===== config.mk =====
export PLATFORM = sky130hd
export DESIGN_NAME = mmu_top
export DESIGN_NICKNAME = d
export VERILOG_FILES = /design/src/common/tlb_pkg.sv /design/src/common/tlb_entry_if.sv /design/src/common/tlb_result_if.sv /design/src/tlb/tlb_array.sv /design/src/tlb/tlb_match.sv /design/src/logic/addr_translate.sv /design/src/logic/mmu_top.sv
export SDC_FILE = /design/constraint.sdc
export NUM_CORES = 2
export LEC_CHECK = 0
export CORE_MARGIN = 2
export CORE_UTILIZATION = 50
export DETAILED_ROUTE_END_ITERATION = 10
export DONT_BUFFER_PORTS = 1
export GPL_TIMING_DRIVEN = 0
export PLACE_DENSITY_LB_ADDON = 0.2
export SLEW_MARGIN = 30
export SYNTH_ARGS = -nofsm -noshare
export SYNTH_HDL_FRONTEND = slang
export SYNTH_SLANG_ARGS = --single-unit

===== constraint.sdc =====
create_clock -name clk -period 6 [get_ports clk]
set_clock_uncertainty 0.1 [all_clocks]
set_input_delay 1.2 -clock clk [delete_from_list [all_inputs] [get_ports clk]]
set_output_delay 1.2 -clock clk [all_outputs]
set_load 0.1 [all_outputs]

===== src/common/tlb_pkg.sv =====
package tlb_pkg;

    localparam int tlb_num   = 16;
    localparam int tlb_idx_w = 4;   // log2 of tlb_num.

    localparam int asid_w    = 10;
    localparam int vppn_w    = 19;  // va bits 31 to 13 name one pair of pages.
    localparam int ppn_w     = 20;
    localparam int ps_w      = 6;

    // page size code for 4 KB pages. Any other code is treated as 4 MB.
    localparam logic [ps_w-1:0] ps_4k = 6'd12;

    localparam int seg_w     = 3;   // the direct-map window segment is va bits 31 to 29.

    localparam int off_4k_w  = 12;
    localparam int off_4m_w  = 22;
    localparam int vppn_hi_w = 9;   // vppn bits compared for a 4 MB pair.

    // the same virtual address seen as a 4 KB page or as a 4 MB page.
    typedef union packed {
        struct packed {
            logic [vppn_w-1:0]   vppn;
            logic                odd;      // bit 12 picks the odd page.
            logic [off_4k_w-1:0] offset;
        } page_4k;
        struct packed {
            logic [vppn_hi_w-1:0] vppn_hi;
            logic                 odd;     // bit 22 picks the odd page.
            logic [off_4m_w-1:0]  offset;
        } page_4m;
    } va_t;

endpackage


===== src/common/tlb_entry_if.sv =====
interface tlb_entry_if import tlb_pkg::*; ();

    // one element per entry, indexed by entry number.
    logic [tlb_num-1:0]             e;
    logic [tlb_num-1:0][asid_w-1:0] asid;
    logic [tlb_num-1:0]             g;
    logic [tlb_num-1:0][ps_w-1:0]   ps;
    logic [tlb_num-1:0][vppn_w-1:0] vppn;
    logic [tlb_num-1:0]             v0;    // even page valid.
    logic [tlb_num-1:0][ppn_w-1:0]  ppn0;
    logic [tlb_num-1:0]             v1;    // odd page valid.
    logic [tlb_num-1:0][ppn_w-1:0]  ppn1;

    modport array (
        output e, asid, g, ps, vppn,
        output v0, ppn0, v1, ppn1
    );

    modport match (
        input e, asid, g, ps, vppn,
        input v0, ppn0, v1, ppn1
    );

endinterface


===== src/common/tlb_result_if.sv =====
interface tlb_result_if import tlb_pkg::*; ();

    logic             hit;    // some entry matched the sampled address.
    logic             is_4k;
    logic             v;      // valid bit of the chosen page.
    logic [ppn_w-1:0] ppn;

    modport match (
        output hit,
        output is_4k,
        output v,
        output ppn
    );

    modport xlate (
        input hit,
        input is_4k,
        input v,
        input ppn
    );

endinterface


===== src/tlb/tlb_array.sv =====
module tlb_array import tlb_pkg::*; (
    input  logic                 clk,
    input  logic                 rstn,

    input  logic                 we,
    input  logic [tlb_idx_w-1:0] windex,
    input  logic                 w_e,
    input  logic                 w_g,
    input  logic [asid_w-1:0]    w_asid,
    input  logic [ps_w-1:0]      w_ps,
    input  logic [vppn_w-1:0]    w_vppn,
    input  logic                 w_v0,
    input  logic                 w_v1,
    input  logic [ppn_w-1:0]     w_ppn0,
    input  logic [ppn_w-1:0]     w_ppn1,

    tlb_entry_if.array           ent
);

    // compare part of each entry.
    logic [tlb_num-1:0]             e_q;
    logic [tlb_num-1:0][asid_w-1:0] asid_q;
    logic [tlb_num-1:0]             g_q;
    logic [tlb_num-1:0][ps_w-1:0]   ps_q;
    logic [tlb_num-1:0][vppn_w-1:0] vppn_q;

    // translate part, even and odd page.
    logic [tlb_num-1:0]             v0_q;
    logic [tlb_num-1:0][ppn_w-1:0]  ppn0_q;
    logic [tlb_num-1:0]             v1_q;
    logic [tlb_num-1:0][ppn_w-1:0]  ppn1_q;

    always_ff @(posedge clk or negedge rstn) begin
        if (!rstn) begin
            e_q    <= '0;  // every entry starts disabled.
            asid_q <= '0;
            g_q    <= '0;
            ps_q   <= '0;
            vppn_q <= '0;
            v0_q   <= '0;
            ppn0_q <= '0;
            v1_q   <= '0;
            ppn1_q <= '0;
        end else if (we) begin
            // the whole entry is replaced, as a TLB fill does.
            e_q[windex]    <= w_e;
            asid_q[windex] <= w_asid;
            g_q[windex]    <= w_g;
            ps_q[windex]   <= w_ps;
            vppn_q[windex] <= w_vppn;
            v0_q[windex]   <= w_v0;
            ppn0_q[windex] <= w_ppn0;
            v1_q[windex]   <= w_v1;
            ppn1_q[windex] <= w_ppn1;
        end
    end

    // contents go straight out, both matchers see the same entries.
    assign ent.e    = e_q;
    assign ent.asid = asid_q;
    assign ent.g    = g_q;
    assign ent.ps   = ps_q;
    assign ent.vppn = vppn_q;
    assign ent.v0   = v0_q;
    assign ent.ppn0 = ppn0_q;
    assign ent.v1   = v1_q;
    assign ent.ppn1 = ppn1_q;

endmodule


===== src/tlb/tlb_match.sv =====
module tlb_match import tlb_pkg::*; (
    input  logic              clk,
    input  logic              rstn,

    input  va_t               va,
    input  logic [asid_w-1:0] csr_asid,

    tlb_entry_if.match        ent,
    tlb_result_if.match       res
);

    logic [tlb_num-1:0] hit_4k_d;
    logic [tlb_num-1:0] hit_4m_d;
    logic [tlb_num-1:0] is_4k_d;

    logic [tlb_num-1:0] hit_4k_q;
    logic [tlb_num-1:0] hit_4m_q;
    logic [tlb_num-1:0] is_4k_q;
    logic               odd_4k_q;
    logic               odd_4m_q;

    logic [tlb_num-1:0]   hit_vec;
    logic [tlb_idx_w-1:0] sel;
    logic                 hit_any;
    logic                 sel_4k;
    logic                 sel_odd;

    // compare stage, both page sizes are tried against every entry.
    always_comb begin
        for (int i = 0; i < tlb_num; i++) begin
            logic asid_ok;
            asid_ok     = ent.e[i] & (ent.g[i] | (ent.asid[i] == csr_asid));
            hit_4k_d[i] = asid_ok & (ent.vppn[i] == va.page_4k.vppn);
            hit_4m_d[i] = asid_ok &
                          (ent.vppn[i][vppn_w-1 -: vppn_hi_w] == va.page_4m.vppn_hi);
            is_4k_d[i]  = (ent.ps[i] == ps_4k);
        end
    end

    always_ff @(posedge clk or negedge rstn) begin
        if (!rstn) begin
            hit_4k_q <= '0;
            hit_4m_q <= '0;
            is_4k_q  <= '0;
            odd_4k_q <= 1'b0;
            odd_4m_q <= 1'b0;
        end else begin
            hit_4k_q <= hit_4k_d;
            hit_4m_q <= hit_4m_d;
            is_4k_q  <= is_4k_d;
            odd_4k_q <= va.page_4k.odd;
            odd_4m_q <= va.page_4m.odd;
        end
    end

    // the page size of each entry decides which compare counts.
    always_comb begin
        for (int i = 0; i < tlb_num; i++) begin
            hit_vec[i] = is_4k_q[i] ? hit_4k_q[i] : hit_4m_q[i];
        end
    end

    // scanning downwards leaves the lowest hitting index in sel.
    always_comb begin
        sel     = '0;
        hit_any = 1'b0;
        for (int i = tlb_num - 1; i >= 0; i--) begin
            if (hit_vec[i]) begin
                sel     = tlb_idx_w'(i);
                hit_any = 1'b1;
            end
        end
    end

    assign sel_4k  = is_4k_q[sel];
    assign sel_odd = sel_4k ? odd_4k_q : odd_4m_q;

    // page fields are read from the live entry after the register.
    assign res.hit   = hit_any;
    assign res.is_4k = sel_4k;
    assign res.v     = sel_odd ? ent.v1[sel] : ent.v0[sel];
    assign res.ppn   = sel_odd ? ent.ppn1[sel] : ent.ppn0[sel];

endmodule


===== src/logic/addr_translate.sv =====
module addr_translate import tlb_pkg::*; (
    input  logic             clk,
    input  logic             rstn,

    input  va_t              va,
    input  logic             pg,
    input  logic [seg_w-1:0] dmw0_vseg,
    input  logic [seg_w-1:0] dmw0_pseg,
    input  logic [seg_w-1:0] dmw1_vseg,
    input  logic [seg_w-1:0] dmw1_pseg,

    tlb_result_if.xlate      res,

    output logic [31:0]      pa,
    output logic             miss,
    output logic             inval
);

    va_t              va_q;
    logic             pg_q;
    logic [seg_w-1:0] dmw0_vseg_q;
    logic [seg_w-1:0] dmw0_pseg_q;
    logic [seg_w-1:0] dmw1_vseg_q;
    logic [seg_w-1:0] dmw1_pseg_q;

    logic             dmw0_hit;
    logic             dmw1_hit;

    // same stage as the matcher registers.
    always_ff @(posedge clk or negedge rstn) begin
        if (!rstn) begin
            va_q <= '0;
            pg_q <= 1'b0;  // outputs read as direct pass-through after reset.
        end else begin
            va_q <= va;
            pg_q <= pg;
        end
    end

    always_ff @(posedge clk) begin
        dmw0_vseg_q <= dmw0_vseg;
        dmw0_pseg_q <= dmw0_pseg;
        dmw1_vseg_q <= dmw1_vseg;
        dmw1_pseg_q <= dmw1_pseg;
    end

    assign dmw0_hit = (va_q[31 -: seg_w] == dmw0_vseg_q);
    assign dmw1_hit = (va_q[31 -: seg_w] == dmw1_vseg_q);

    always_comb begin
        pa    = va_q;
        miss  = 1'b0;
        inval = 1'b0;
        if (pg_q) begin
            if (dmw0_hit) begin
                pa = {dmw0_pseg_q, va_q[31-seg_w:0]};  // window 0 wins over window 1.
            end else if (dmw1_hit) begin
                pa = {dmw1_pseg_q, va_q[31-seg_w:0]};
            end else if (!res.hit) begin
                pa   = '0;
                miss = 1'b1;
            end else if (!res.v) begin
                pa    = '0;
                inval = 1'b1;
            end else if (res.is_4k) begin
                pa = {res.ppn, va_q.page_4k.offset};
            end else begin
                pa = {res.ppn[ppn_w-1 -: 32-off_4m_w], va_q.page_4m.offset};
            end
        end
    end

endmodule


===== src/logic/mmu_top.sv =====
module mmu_top import tlb_pkg::*; (
    input  logic                 clk,
    input  logic                 rstn,

    input  logic [asid_w-1:0]    csr_asid,
    input  logic                 pg,
    input  logic [seg_w-1:0]     dmw0_vseg,
    input  logic [seg_w-1:0]     dmw0_pseg,
    input  logic [seg_w-1:0]     dmw1_vseg,
    input  logic [seg_w-1:0]     dmw1_pseg,

    input  logic [31:0]          va_i,
    input  logic [31:0]          va_d,

    input  logic                 tlb_we,
    input  logic [tlb_idx_w-1:0] tlb_windex,
    input  logic                 w_e,
    input  logic [asid_w-1:0]    w_asid,
    input  logic                 w_g,
    input  logic [ps_w-1:0]      w_ps,
    input  logic [vppn_w-1:0]    w_vppn,
    input  logic                 w_v0,
    input  logic [ppn_w-1:0]     w_ppn0,
    input  logic                 w_v1,
    input  logic [ppn_w-1:0]     w_ppn1,

    output logic [31:0]          pa_i,
    output logic [31:0]          pa_d,
    output logic                 miss_i,
    output logic                 miss_d,
    output logic                 inval_i,
    output logic                 inval_d
);

    tlb_entry_if  ent ();
    tlb_result_if res_i ();  // fetch port.
    tlb_result_if res_d ();  // data port.

    tlb_array i_array (
        .clk(clk), .rstn(rstn),
        .we(tlb_we), .windex(tlb_windex),
        .w_e(w_e), .w_g(w_g), .w_asid(w_asid), .w_ps(w_ps), .w_vppn(w_vppn),
        .w_v0(w_v0), .w_v1(w_v1), .w_ppn0(w_ppn0), .w_ppn1(w_ppn1),
        .ent(ent)
    );

    tlb_match i_match_i (
        .clk(clk), .rstn(rstn), .va(va_i), .csr_asid(csr_asid), .ent(ent), .res(res_i)
    );

    tlb_match i_match_d (
        .clk(clk), .rstn(rstn), .va(va_d), .csr_asid(csr_asid), .ent(ent), .res(res_d)
    );

    addr_translate i_xlate_i (
        .clk(clk), .rstn(rstn), .va(va_i), .pg(pg),
        .dmw0_vseg(dmw0_vseg), .dmw0_pseg(dmw0_pseg),
        .dmw1_vseg(dmw1_vseg), .dmw1_pseg(dmw1_pseg),
        .res(res_i), .pa(pa_i), .miss(miss_i), .inval(inval_i)
    );

    addr_translate i_xlate_d (
        .clk(clk), .rstn(rstn), .va(va_d), .pg(pg),
        .dmw0_vseg(dmw0_vseg), .dmw0_pseg(dmw0_pseg),
        .dmw1_vseg(dmw1_vseg), .dmw1_pseg(dmw1_pseg),
        .res(res_d), .pa(pa_d), .miss(miss_d), .inval(inval_d)
    );

endmodule


-- After elaboration in Yosys (flattened, before gate mapping)
Index checks and enable logic that the tools add are counted.
- reductions and logical operators: 1
- muxes and demuxes: 171
- eq/ne operators: 100
- bitwise gates (word level): 96
- magnitude comparators: 4
- operators by type and width (kind ; number):
    bitwise mux 320 bit ; 2
    equality test 19 bit ; 32
    binary-select mux 20 bit (select 4 bit) ; 4
    2-to-1 mux 32 bit ; 10
    bitwise mux 304 bit ; 1
    equality test 9 bit ; 32
    bitwise mux 160 bit ; 1
    equality test 10 bit ; 16
    2-to-1 mux 20 bit ; 7
    2-to-1 mux 4 bit ; 32
    bitwise mux 96 bit ; 1
    equality test 6 x 4 -> 1 bit (second input constant) ; 16
    2-to-1 mux 1 bit ; 93
    AND 1 bit ; 80
    demux 20 bit (select 4 bit) ; 1
    demux 19 bit (select 4 bit) ; 1
    bitwise mux 16 bit ; 4
    2-to-1 mux 22 bit ; 2
    demux 10 bit (select 4 bit) ; 1
    binary-select mux 1 bit (select 4 bit) ; 6
    demux 6 bit (select 4 bit) ; 1
    2-to-1 mux 19 bit ; 1
    OR 1 bit ; 16
    < comparator 4 x 5 -> 1 bit (second input constant) ; 3
    6 further kinds ; 9
- register bits after elaboration: 1425
- input bits: 173

-- Depth between registers and ports, before layout
- depth in word-level cells: 27
- depth in mapped cells: 17
- mapped depth without buffers: 11

-- Cells and area by module
Synthesis repeated with hierarchy kept, for this count alone.
- cell total of the unflattened synthesis: 6081
- area total of the unflattened synthesis: 76957.6 µm²
- by module, submodules not included (module ; cells an instance ; area each (µm²) ; times used ; seq. area each (µm²)):
    tlb_array ; 2765 ; 46961.3 ; 1 ; 31630.3
    tlb_match ; 1535 ; 13339.0 ; 2 ; 1251.2
    addr_translate ; 123 ; 1659.1 ; 2 ; 1066.0

-- Worst setup path after synthesis
No wires, ideal clock.
- path type: register to output
- start: register i_match_d.is_4k_q[12] (netlist name)
- end: output pa_i[29]
- path slack: -0.448 ns
- cell stages (with the launch flop): 17
- data required time: 4.700 ns
- data arrival time: 5.148 ns
- path through: dfrtp_1 -> mux2_2 -> a211oi_2 -> o22a_1 -> nand2_2 -> a21oi_2 -> buf_6 -> buf_6 -> buf_4 -> buf_4 -> buf_2 -> nand2_1 -> a311oi_1 -> nor4_1 -> nand3_1 -> o211ai_1 -> a221oi_1
- RTL lines (what ; RTL line ; RTL):
    end, declared ; mmu_top.sv:27 ; output logic [31:0] pa_i,

==> metrics.txt <==
status=finished with violations; violated checks=setup timing; post-route cell area=between 80000 and 90000 um2; I/O Buffers=0; final hold slack=0.1965 ns; wire length per cell=roughly 34 um; Synth Register Bits=~1400; chip height=387.1 um; starting density of the core=about half; Vias/cell=6.570; largest net degree at the start of global routing=206; via count=54260; Worst-Margin Slew=1.173 ns; Detailed Place HPWL=approximately 200000 um; root buffer cell=clkbuf_16; Main synth FF type=dfrtp_1; Async SR Flop Fraction=between 90 and 100%; Seq/Total Area, Yosys=roughly half; Clk Latency, worst-skew pair=a little over 0.8 ns; Fmax achieved=156.5 MHz; Fin. Hold Viols=0; Mapped Area=about 73000 um2; setup TNS=-15.24 ns; drt total wl=around 280000 um; Total GRT Usage=37.16%; number of synthesized flops with an enable pin=0; maximum vdd drop=0.3164 mV; die width=just under 400 um; grt total ovfl=0; Post-CTS Hold Buffers=0; vias in the first global route=around 54000; CP arrival=5.09 ns; Worst Hold Class=in -> async; final net count=6374; syn_area_per_cell=12.47 um2; slowest CP cell=o221ai_4; Buf+Inv Stages, Crit Path=6; most frequent CP cell=buf_12; area post-placement=between 70000 and 80000 um2; Final Max Tran Viols=0; number of CTS-inserted buffers=158; Layout area overhead=18.78%; clk buf depth=3; initial antenna violation count=17; Critical Path End Type=primary output; crit-path leading delay family=compound AO/OA/AOI/OAI gates; row count=140; post-route antenna net violation count=0; cell count after synthesis=5886; final setup margin=-0.3918 ns; Tmin final=approximately 6.4 ns; Mapped Nets=6059; Yosys warning total=0; CP Launch Type=flop; routability-driven placement congestion ratio=approximately 1; Core Footprint=145700 um2; Die Area=between 100000 and 150000 um2; crit path cell chain=mux2_4 > a211oi_4 > o22a_1 > nand2_2 > a21oi_2 > buf_6 > buf_12 > buf_16 > buf_12 > bufbuf_16 > buf_2 > nand2_1 > nand3_1 > a31oi_2 > o221ai_4 > a32o_4; P per Cell Area=around 350 nW/um2; initial DRC count=5747; clock tree sinks=1421; setup violators final=66; largest fanout on the critical path=10; number of iterations in the first detailed-routing pass=9; Netlist cell types=between 70 and 80; Post-Route Utilization=59.82%; DRC viols=0; Reg clk slew, reported paths=0.06 ns; RSZ-0062 raised after global routing=true; Leak=0.03579 uW; dominant cell type by area after synthesis=dfrtp_1; share of cells above drive strength 1=39.17%; Yosys top cell area share=between 40% and 50%; I/O pins=~240; relative slew slack=a little over a fifth; fin crit share=106.5%; Worst EP required=4.70 ns; first-pass GRT wire length=399600 um; slowest cell delay on critical path=0.50 ns; CTS tree=yes; worst setup path class=reg -> out; cells taking the most area after synthesis=dfrtp_1 48%, mux2_2 20%, mux4_2 6.6%; max_cap viols=0; H-Tree Depth=4
[flip-flops by register name, indices dropped and copies added, names as in the netlist, 32 cells and up]
name,count
i_array.ent.ps,96
i_xlate_i.va_q,32
i_array.ent.asid,160
i_array.ent.ppn1,320
i_xlate_d.va_q,32
i_array.ent.vppn,304
i_array.ent.ppn0,320
[final cells by class]
class | count | area, um2
repair buffers | 159 | 2086
clock inverters | 68 | 787.0
fillers | 11600 | 58560
inverters | 12 | 45.04
plain buffers | 486 | 3053
flip-flops and latches | 1421 | 35520
multi-input cells | 3963 | 38740
clock buffers | 218 | 4514
well taps | 1917 | 2399
diodes | 14 | 35.03
[power by group]
part	internal [uW]	total (uW)	switching, uW
registers	11600	13400	1770
logic	3500	6790	3290
clock network	5840	10100	4220
total	21000	30200	9280
[synthesized netlist by cell type, types with 10 or more instances]
master    number
dfrtp_1     1409
mux2_2      1276
nand2_1      539
xor2_1       416
clkbuf_1     364
xnor2_1      364
mux4_2       216
nand3_1      169
nor4_1       115
and3_1       108
nand4_1      104
mux2i_1       94
a311oi_1      73
buf_2         66
a31oi_1       62
nor3_1        56
nor2_1        53
a211oi_1      42
buf_1         42
o22ai_1       37
o21ai_0       32
a21oi_1       23
a21boi_0      14
nor2b_1       14
o221ai_1      13
dfxtp_1       12
inv_1         12
a32oi_1       11
a32o_1        10
buf_6         10
[through the flow]
stage               total power (uW)  cells  worst slack [ns]
floorplan                      17510   5886           -0.3094
global placement               19030   7803            -3.225
detailed placement             19670   7840            -1.732
CTS                            29950   8197           -0.2233
global route                   31290   8251           -0.3929
finish                         30230   8258           -0.3918
[worst paths after layout]
path,startpoint,to,slack [ns],cells after the start
worst min-delay path,rstn,i_array.ent.ppn0[204],0.20,1
worst max register to register,i_array.ent.asid[71],i_match_i.hit_4k_q[7],2.78,6
worst min register to register,i_array.ent.ps[7],i_match_d.is_4k_q[1],0.32,1
worst max-delay path,i_match_d.is_4k_q[13],pa_i[13],-0.39,16
min in group clk,dmw1_pseg[2],i_xlate_d.dmw1_pseg_q[2],0.29,0
max in group asynchronous,rstn,i_array.ent.vppn[125],3.08,5
[layer usage]
| layer | part of all wire [%] | vias up | GRT usage, % |
|---|---|---|---|
| met3 | 9.3 | 834 | 9.229 |
| li1 | - | 21890 | - |
| met4 | 7.0 | 10 | 22.40 |
| met2 | 46 | 3126 | 57.03 |
| met1 | 38 | 28400 | 47.71 |
| met5 | 0.026 | - | 0 |
[placed cells by master, fill, tap and decap left out, drive strengths merged, types with 9 or more instances in the layout]
| cell type | n |
|---|---|
| o22ai | 37 |
| buf | 269 |
| mux4 | 216 |
| nor4 | 115 |
| inv | 16 |
| nand2 | 540 |
| o221ai | 13 |
| a211oi | 49 |
| clkbuf | 592 |
| a21oi | 26 |
| dfxtp | 12 |
| a311oi | 74 |
| a21boi | 17 |
| clkinv | 46 |
| a32oi | 11 |
| nand4 | 104 |
| o21ai | 37 |
| dfrtp | 1409 |
| a31oi | 63 |
| nand3 | 169 |
| a22oi | 9 |
| nor3 | 56 |
| a32o | 10 |
| and2 | 9 |
| nor2 | 54 |
| mux2 | 1278 |
| nand2b | 9 |
| mux2i | 97 |
| xnor2 | 364 |
| nor2b | 14 |
| and3 | 108 |
| bufinv | 13 |
| diode | 14 |
| xor2 | 416 |
[cells by family after synthesis]
| kind of cell | share of synthesized area (%) |
|---|---|
| buffers and inverters | 2.823 |
| muxes | 27.60 |
| AOI/OAI and AO/OA | 4.020 |
| and+or+nand+nor | 7.881 |
| xor gates and xnor gates | 9.308 |
| DFF | 48.37 |
[repair_timing]
item	in CTS	in global routing
cloned	6	3
buffers inserted	68	42
setup endpoints to repair	66	66
pin swaps	86	80
resized for setup	545	186
(Power assumes the default switching activity.)
